`src/source/snd_pkg.sv`:
```
// Shared types and constants for the sound board. The register map covers three tone channels only
package snd_pkg;

    typedef logic [7:0]         cmd_t;      // Command byte from main controller
    typedef logic [14:0]        rom_addr_t; // ROM byte address
    typedef logic [7:0]         rom_data_t; // ROM byte
    typedef logic [7:0]         period_t;   // Half period in ticks, minus one
    typedef logic [3:0]         vol_t;      // Channel volume
    typedef logic [5:0]         tone_sum_t; // Unipolar sum of three volumes
    typedef logic signed [15:0] sample_t;   // Audio output

    // Command list walker
    typedef enum logic [1:0] {
        idle,
        fetch_reg,
        fetch_val,
        write
    } seq_state_e;

    localparam rom_data_t reg_end     = 8'hff; // Early end of a list
    localparam int        max_records = 4;     // Writes per command at most

    // Register map
    localparam rom_data_t reg_per0 = 8'h00;  // Periods at 0..2
    localparam rom_data_t reg_vol0 = 8'h04;  // Volumes at 4..6, low nibble
    localparam int        num_ch   = 3;

endpackage

```
`src/source/snd_board.sv`:
```
// Sound board without CPU. Commands run fixed ROM lists and the right channel copies the left
`timescale 1ns/1ps

module snd_board import snd_pkg::*; #(
    parameter logic [9:0] cen_n    = 10'd1,
    parameter logic [9:0] cen_m    = 10'd16,
    parameter int         dcrm_sw  = 8,
    parameter int         mix_gain = 64
) (
    input  logic      clk,
    input  logic      rst,
    input  logic      snd_irq,
    input  cmd_t      snd_latch,
    input  rom_data_t rom_data,
    input  logic      rom_ok,
    output rom_addr_t rom_addr,
    output logic      rom_cs,
    output sample_t   snd_left,
    output sample_t   snd_right,
    output logic      sample
);

    logic      tick;
    logic      wr_en;
    rom_data_t wr_reg;
    rom_data_t wr_val;
    tone_sum_t tone_sum;

    assign sample    = tick;     // Same strobe that loads snd_left
    assign snd_right = snd_left; // Mono

    snd_frac_cen #(.cen_n(cen_n), .cen_m(cen_m)) u_cen (
        .clk      ( clk       ),
        .rst      ( rst       ),
        .tick     ( tick      )
    );

    snd_cmd_seq u_seq (
        .clk      ( clk       ),
        .rst      ( rst       ),
        .snd_irq  ( snd_irq   ),
        .snd_latch( snd_latch ),
        .rom_data ( rom_data  ),
        .rom_ok   ( rom_ok    ),
        .rom_addr ( rom_addr  ),
        .rom_cs   ( rom_cs    ),
        .wr_en    ( wr_en     ),
        .wr_reg   ( wr_reg    ),
        .wr_val   ( wr_val    )
    );

    snd_tone u_tone (
        .clk      ( clk       ),
        .rst      ( rst       ),
        .tick     ( tick      ),
        .wr_en    ( wr_en     ),
        .wr_reg   ( wr_reg    ),
        .wr_val   ( wr_val    ),
        .tone_sum ( tone_sum  )
    );

    snd_dcrm_mix #(.dcrm_sw(dcrm_sw), .mix_gain(mix_gain)) u_mix (
        .clk      ( clk       ),
        .rst      ( rst       ),
        .tick     ( tick      ),
        .tone_sum ( tone_sum  ),
        .snd_left ( snd_left  )
    );

endmodule

```
`src/source/snd_cmd_seq.sv`:
```
// Only the latest command byte is kept. A list has at most four records and lives at command*8
`timescale 1ns/1ps

module snd_cmd_seq import snd_pkg::*; (
    input  logic      clk,
    input  logic      rst,
    input  logic      snd_irq,
    input  cmd_t      snd_latch,
    input  rom_data_t rom_data,
    input  logic      rom_ok,
    output rom_addr_t rom_addr,
    output logic      rom_cs,
    output logic      wr_en,
    output rom_data_t wr_reg,
    output rom_data_t wr_val
);

    logic       irq_d;      // Previous strobe level
    logic       irq_rise;
    logic       irq_flag;   // Pending interrupt
    logic       ack;        // Sequencer takes the pending command
    cmd_t       cmd;        // Latched byte, may be overwritten at any time
    cmd_t       list_cmd;   // Byte of the list being walked
    logic [1:0] rec_cnt;    // Record index inside the list
    seq_state_e state;

    assign irq_rise = snd_irq & ~irq_d;
    assign ack      = (state == idle) && irq_flag;
    assign rom_cs   = (state == fetch_reg) || (state == fetch_val);
    // Record n sits at byte 2n of the list, value byte right after
    assign rom_addr = rom_addr_t'({list_cmd, rec_cnt, state == fetch_val});

    // Edge triggered flop with clear on ack
    always_ff @(posedge clk) begin
        if (rst) begin
            irq_d    <= 1'b0;
            irq_flag <= 1'b0;
        end else begin
            irq_d <= snd_irq;
            if (irq_rise) begin
                irq_flag <= 1'b1;   // New edge wins over the ack
            end else if (ack) begin
                irq_flag <= 1'b0;
            end
        end
    end

    always_ff @(posedge clk) begin
        if (irq_rise) begin
            cmd <= snd_latch;
        end
        if (ack) begin
            list_cmd <= cmd;    // Frozen for the whole list
        end
        if (state == fetch_reg && rom_ok) begin
            wr_reg <= rom_data;
        end
        if (state == fetch_val && rom_ok) begin
            wr_val <= rom_data;
        end
    end

    always_ff @(posedge clk) begin
        if (rst) begin
            state   <= idle;
            wr_en   <= 1'b0;
            rec_cnt <= '0;
        end else begin
            wr_en <= 1'b0;
            case (state)
                idle: begin
                    if (irq_flag) begin
                        state   <= fetch_reg;
                        rec_cnt <= '0;
                    end
                end
                fetch_reg: begin
                    if (rom_ok) begin
                        state <= (rom_data == reg_end) ? idle : fetch_val; // No value after end
                    end
                end
                fetch_val: begin
                    if (rom_ok) begin
                        state <= write;
                        wr_en <= 1'b1;  // Single clock write strobe
                    end
                end
                write: begin
                    if (rec_cnt == 2'(max_records - 1)) begin
                        state <= idle;  // List full
                    end else begin
                        state   <= fetch_reg;
                        rec_cnt <= rec_cnt + 2'd1;
                    end
                end
                default: state <= idle;
            endcase
        end
    end

    // ROM may stall any number of cycles
    a_addr_hold: assert property (
        @(posedge clk) disable iff (rst) rom_cs && !rom_ok |=> rom_cs && $stable(rom_addr)
    ) else $error("rom_addr moved while waiting for rom_ok");

    a_wr_state: assert property (
        @(posedge clk) disable iff (rst) wr_en |-> state == write
    ) else $error("wr_en outside write state");

endmodule

```
`src/source/snd_dcrm_mix.sv`:
```
// DC removal on tick, then fixed gain with 16 bit saturation. Settling takes ~2^dcrm_sw ticks
`timescale 1ns/1ps

module snd_dcrm_mix import snd_pkg::*; #(
    parameter int dcrm_sw  = 8,
    parameter int mix_gain = 64
) (
    input  logic      clk,
    input  logic      rst,
    input  logic      tick,
    input  tone_sum_t tone_sum,
    output sample_t   snd_left
);

    localparam int aw = $bits(tone_sum_t) + dcrm_sw; // Estimate with fraction bits
    localparam int pw = aw + 18;                      // Room for the product
    localparam logic signed [pw-1:0] gain_s = pw'(mix_gain);
    localparam logic signed [pw-1:0] smax   = pw'(32767);
    localparam logic signed [pw-1:0] smin   = pw'(-32768);

    logic        [aw-1:0] est;      // DC estimate, unsigned
    logic signed [aw:0]   diff;     // Input minus estimate
    logic signed [aw:0]   est_nxt;
    logic signed [pw-1:0] prod;
    logic signed [pw-1:0] scaled;
    sample_t              sat;

    always_comb begin
        diff    = $signed({1'b0, tone_sum, {dcrm_sw{1'b0}}}) - $signed({1'b0, est});
        est_nxt = $signed({1'b0, est}) + (diff >>> dcrm_sw); // Leaky follower
        prod    = pw'(diff) * gain_s;
        scaled  = prod >>> dcrm_sw;     // Back to integer units
        if (scaled > smax) begin
            sat = 16'sh7fff;
        end else if (scaled < smin) begin
            sat = -16'sh8000;
        end else begin
            sat = sample_t'(scaled);
        end
    end

    always_ff @(posedge clk) begin
        if (rst) begin
            est      <= '0;
            snd_left <= '0;
        end else if (tick) begin
            est      <= est_nxt[aw-1:0];  // Stays between 0 and the input
            snd_left <= sat;
        end
    end

    // Next estimate must fit the unsigned register it is truncated into
    a_est_range: assert property (
        @(posedge clk) disable iff (rst) tick |-> !est_nxt[aw]
    ) else $error("DC estimate left its unsigned range");

endmodule

```
`src/source/snd_frac_cen.sv`:
```
// Gives cen_n pulses every cen_m clocks. Needs cen_n at most cen_m/2 so pulses never touch
`timescale 1ns/1ps

module snd_frac_cen #(
    parameter logic [9:0] cen_n = 10'd1,
    parameter logic [9:0] cen_m = 10'd16
) (
    input  logic clk,
    input  logic rst,
    output logic tick
);

    logic [9:0]  acc;   // Remainder, always below cen_m
    logic [10:0] sum;   // One extra bit so acc plus cen_n cannot wrap

    always_comb begin
        sum = {1'b0, acc} + {1'b0, cen_n};
    end

    // Bresenham style stepping, no drift over time
    always_ff @(posedge clk) begin
        if (rst) begin
            acc  <= '0;
            tick <= 1'b0;
        end else if (sum >= {1'b0, cen_m}) begin
            acc  <= 10'(sum - {1'b0, cen_m}); // Wrap and fire
            tick <= 1'b1;
        end else begin
            acc  <= sum[9:0];
            tick <= 1'b0;
        end
    end

    // Downstream logic treats tick as a strobe, one clock wide
    a_tick_single: assert property (
        @(posedge clk) disable iff (rst) tick |=> !tick
    ) else $error("tick high on two consecutive clocks");

endmodule

```
`src/source/snd_tone.sv`:
```
// Three square channels paced by tick. Registers 3 and 7 and above are ignored
`timescale 1ns/1ps

module snd_tone import snd_pkg::*; (
    input  logic      clk,
    input  logic      rst,
    input  logic      tick,
    input  logic      wr_en,
    input  rom_data_t wr_reg,
    input  rom_data_t wr_val,
    output tone_sum_t tone_sum
);

    period_t              per [num_ch];  // Half periods
    vol_t                 vol [num_ch];
    period_t              cnt [num_ch];  // Down counters
    logic    [num_ch-1:0] lvl;           // Square levels
    logic    [num_ch-1:0] lvl_nxt;       // Levels after this tick
    tone_sum_t            sum_nxt;

    // Toggle when the counter has run out
    always_comb begin
        sum_nxt = '0;
        for (int i = 0; i < num_ch; i++) begin
            lvl_nxt[i] = lvl[i] ^ (cnt[i] == '0);
            if (lvl_nxt[i]) begin
                sum_nxt = sum_nxt + tone_sum_t'(vol[i]);
            end
        end
    end

    // Register writes
    always_ff @(posedge clk) begin
        if (rst) begin
            for (int i = 0; i < num_ch; i++) begin
                per[i] <= '0;
                vol[i] <= '0;
            end
        end else if (wr_en) begin
            for (int i = 0; i < num_ch; i++) begin
                if (wr_reg == reg_per0 + rom_data_t'(i)) begin
                    per[i] <= wr_val;
                end
                if (wr_reg == reg_vol0 + rom_data_t'(i)) begin
                    vol[i] <= wr_val[3:0];  // High nibble dropped
                end
            end
        end
    end

    // Generators
    always_ff @(posedge clk) begin
        if (rst) begin
            lvl      <= '0;
            tone_sum <= '0;
            for (int i = 0; i < num_ch; i++) begin
                cnt[i] <= '0;
            end
        end else if (tick) begin
            lvl      <= lvl_nxt;
            tone_sum <= sum_nxt;    // PSG style, only high channels add
            for (int i = 0; i < num_ch; i++) begin
                cnt[i] <= (cnt[i] == '0) ? per[i] : cnt[i] - 8'd1; // Reload gives per+1 ticks
            end
        end
    end

endmodule

```
`config.mk`:
```
export PLATFORM = sky130hd
export DESIGN_NAME = snd_board
export DESIGN_NICKNAME = d
export VERILOG_FILES = /design/src/source/snd_pkg.sv /design/src/source/snd_board.sv /design/src/source/snd_cmd_seq.sv /design/src/source/snd_dcrm_mix.sv /design/src/source/snd_frac_cen.sv /design/src/source/snd_tone.sv
export SDC_FILE = /design/constraint.sdc
export NUM_CORES = 1
export LEC_CHECK = 0
export BUFFER_PORTS_ARGS = -buffer_cell sky130_fd_sc_hd__buf_2
export CAP_MARGIN = 20
export CORE_ASPECT_RATIO = 0.7
export CORE_UTILIZATION = 42
export DETAILED_ROUTE_END_ITERATION = 10
export SYNTH_ARGS = -nofsm -noshare
export SYNTH_HDL_FRONTEND = slang
export SYNTH_HIERARCHICAL = 1
export SYNTH_SLANG_ARGS = --single-unit
export TNS_END_PERCENT = 100
```
`constraint.sdc`:
```
create_clock -name clk -period 3.7 [get_ports clk]
set_input_delay 0.185 -clock clk [delete_from_list [all_inputs] [get_ports clk]]
set_output_delay 0.185 -clock clk [all_outputs]
set_load 0.01 [all_outputs]
```
==> results.json <==
{
  "grt_pass1_wl_um": 29550,
  "hold_violations": 0,
  "synthDistinctLibCells": 88,
  "gp_congestion": 0.8482,
  "vias": 6112,
  "drtPass1Iterations": 8,
  "yosysTopAreaCell": "edfxtp_1",
  "chipWidth_um": 166.4,
  "timing.final.crit_share_pct": 105.5,
  "clock_latency_ns": 0.43,
  "max_slew.worst_pin.slew_ns": 1.023,
  "drtIter0Drc": 557,
  "status": "finished with violations",
  "slew_headroom_pct": 31.73,
  "syn_to_final_growth_pct": 21.13,
  "reg_top3": "u_tone/cnt x24, u_tone/per x24, u_mix/est x14",
  "pwr_density_cell_nw_per_um2": 912.2,
  "grt_overflow": 0,
  "peakVddDrop_v": 0.0005573,
  "end_kind": "register",
  "wl_per_cell_um": 16.27,
  "cts_root_buf": "clkbuf_16",
  "crit_chain": "or4_4, nor3_4, or2_4, and2_4, ha_4, inv_2, fa_2, xor2_2, a21oi_2, xor2_1, ha_1, buf_6, a21o_1, o21ai_4, or3b_1, a311oi_1",
  "clkTransAtPathRegs_ns": 0.06,
  "p_leak_nw": 3.753,
  "ant_nets": 0,
  "synth_flop_cell": "edfxtp_1",
  "path_class": "reg2reg",
  "syn_inst": 762,
  "ios": 69,
  "ys_top_cells_by_area": "edfxtp_1 (35%), dfxtp_1 (14%), ha_1 (6.1%), nor2_1 (4.0%), a21oi_1 (2.6%)",
  "wirelength_um": 18160,
  "ctsLongestPathBuffers": 2,
  "hp-class": "in2reg",
  "dpl.cell_count": 1052,
  "final_nets": 929,
  "drc": 3,
  "placementRows": 41,
  "initial_core_util_pct": 43.51,
  "worstPathMaxFanout": 3,
  "rr_worst_depth": 16,
  "hold_start": "rst",
  "io_buffers": 64,
  "whs_ns": 0.1641,
  "viasPerCell": 5.477,
  "die_area_um2": 19480,
  "hold_depth": 2,
  "antenna_found_initial": 0,
  "cts.sinks": 146,
  "hold-path-endpoint": "u_cen/acc[0]",
  "ys_ff_latch": 146,
  "async_reset_ff_share_pct": 0,
  "post-route-min-period_ns": 3.904,
  "grt_pass1_vias": 5913,
  "numCtsBuffers": 17,
  "n_antenna_cell": 0,
  "required_ns": 4.03,
  "fin_total_pwr_mw": 8.780,
  "startpoint_type": "register",
  "rsz0062_at_grt": "true",
  "grt.total_usage_pct": 19.47,
  "syn_area_per_cell_um2": 10.43,
  "synth_top_area_share_pct": 34.77,
  "setup_ws_ns": -0.2041,
  "die_h_um": 117.1,
  "violations": "design-rule violations, negative setup slack",
  "cpMaxStageDelayCell": "or4_4",
  "fin_cells": 1116,
  "cap_violations": 0,
  "fillers": 1574,
  "core_area_um2": 18260,
  "dpl.hpwl_um": 12720,
  "grt_start_max_net_pins": 43,
  "r2r-end": "u_tone/tone_sum[3]",
  "arrival_ns": 4.23,
  "slowest_delay_ns": 0.59,
  "slew_violations": 0,
  "ys_seq_area_share_pct": 48.38,
  "yosysWarnings": 6,
  "cts_tree": "built",
  "reg2reg_from": "u_tone/cnt[0][5]",
  "h-tree-depth": 4,
  "drive_gt1_share_pct": 23.30,
  "synth.cell_area_um2": 7945,
  "fmaxAchievable_ghz": 0.2561,
  "synth_edf_count": 92,
  "r2r_setup_slack_ns": -0.20,
  "skew_ns": 0.01691,
  "setup_viol": 4
}
-- placed cells by master, fill, tap and decap left out, types with 6 or more instances in the layout --
cell / count
inv_6: 7
xor2_1: 11
nand2_1: 35
o21ai_0: 29
dlygate4sd3_1: 17
ha_1: 35
nand4_1: 6
edfxtp_1: 92
nand3_1: 17
nor2_1: 85
inv_1: 35
mux2i_1: 14
dfxtp_1: 54
and2_1: 19
xnor2_1: 22
nor2b_1: 9
buf_4: 46
nand2b_1: 11
a211oi_1: 18
nor4_1: 8
buf_2: 64
clkbuf_16: 17
nor3_1: 19
or3_1: 6
a311oi_1: 6
a21o_1: 6
a21oi_1: 40
-- worst max-delay path by stage --
stage / from / to / slack, ns / depth (start not counted)
floorplan: u_tone/cnt[0][0] / u_tone/tone_sum[3] / -0.07 / 17
global placement: u_tone/cnt[0][1] / u_tone/tone_sum[4] / -0.07 / 19
detailed placement: u_tone/cnt[0][1] / u_tone/tone_sum[4] / -0.26 / 19
CTS: u_tone/cnt[0][6] / u_tone/tone_sum[4] / -0.19 / 17
global route: u_tone/cnt[0][1] / u_tone/tone_sum[3] / -0.39 / 18
finish: u_tone/cnt[0][5] / u_tone/tone_sum[3] / -0.20 / 16
-- cell families (layout without fill, tap and decap cells) --
family,after synthesis,count (layout),share of synthesized area [%]
AO/OA/AOI/OAI,175,175,15.61
XOR/XNOR,35,35,3.858
adder cells (fa/ha/maj),42,42,6.898
buffers and inverters,84,199,5.181
flip-flops,146,146,48.38
multiplexers,17,17,2.189
other,1,4,0.04720
AND/OR/NAND/NOR,262,262,17.84
-- cells in the mapped netlist (4+ instances only) --
| master | count |
|---|---|
| o31ai_1 | 5 |
| a21o_1 | 6 |
| o311ai_0 | 4 |
| o21a_1 | 5 |
| o211ai_1 | 5 |
| nor3b_1 | 4 |
| o21ai_0 | 30 |
| a21oi_1 | 42 |
| nor2b_1 | 9 |
| mux2i_1 | 14 |
| nand2_1 | 35 |
| edfxtp_1 | 92 |
| inv_1 | 36 |
| xor2_1 | 12 |
| dfxtp_1 | 54 |
| nor2_1 | 85 |
| and4_1 | 4 |
| a31o_2 | 4 |
| a311oi_1 | 6 |
| or2_2 | 4 |
| and2_1 | 20 |
| nor4_2 | 4 |
| a211oi_1 | 20 |
| buf_4 | 24 |
| nand2b_1 | 11 |
| nand3_1 | 17 |
| nor3_1 | 21 |
| nor4_1 | 8 |
| nand4_1 | 6 |
| xnor2_1 | 23 |
| buf_2 | 5 |
| ha_1 | 39 |
| or3_1 | 6 |
| o22ai_1 | 4 |
| clkbuf_1 | 18 |
-- power by group --
| group | internal [mW] | total (mW) | switching (mW) |
|---|---|---|---|
| Sequential | 2.01 | 2.29 | 0.277 |
| Clock | 1.01 | 1.74 | 0.731 |
| Combinational | 2.03 | 4.75 | 2.71 |
| Total | 5.06 | 8.78 | 3.72 |
-- worst max-delay path: cells and delay by family, from the launching register on --
| family | cells | cell delay [ns] |
|---|---|---|
| buffers and inverters | 2 | 0.17 |
| XOR/XNOR | 2 | 0.35 |
| AND/OR/NAND/NOR | 5 | 1.42 |
| flip-flops | 1 | 0.40 |
| AO/OA/AOI/OAI | 4 | 0.66 |
| adder cells (fa/ha/maj) | 3 | 0.80 |
-- area by class of cell --
type                    count  area (µm²)  area share (%)
flip-flops and latches    146        3844           39.94
clock buffers              17       425.4           4.420
inverters                  36       135.1           1.404
repair buffers            131       880.8           9.152
multi-input cells         535        3875           40.26
well taps                 236       295.3           3.068
clock inverters            15       168.9           1.755
-- metrics by stage --
| stage | cell area, µm² | utilization, % | worst slack [ns] | setup TNS, ns |
|---|---|---|---|---|
| 6_report | 9624 | 52.70 | -0.2041 | -0.3478 |
| 5_1_grt | 9624 | 52.70 | -0.3895 | -1.028 |
| 4_1_cts | 9494 | 51.99 | -0.1884 | -0.4004 |
| 3_5_place_dp | 8618 | 47.19 | -0.2551 | -0.4702 |
| 3_3_place_gp | 8618 | 47.19 | -0.06608 | -0.1316 |
| 2_1_floorplan | 8016 | - | -0.07361 | -0.07361 |
-- routing by layer --
layer | part of all wire, % | GRT usage (%) | vias up
met5 | 0 | 0 | -
met4 | 1.1 | 7.963 | 0
met3 | 4.8 | 4.102 | 17
met2 | 43 | 30.03 | 170
met1 | 51 | 26.92 | 2912
li1 | - | - | 3013
-- repair_timing --
action,CTS,global route
pin swaps,12,9
resized for setup,4,18
hold buffers,17,0
buffers inserted,13,2
endpoints found under the setup margin,3,4
hold endpoints to repair,25,0
No activity file was read; power rests on OpenSTA's default activity.
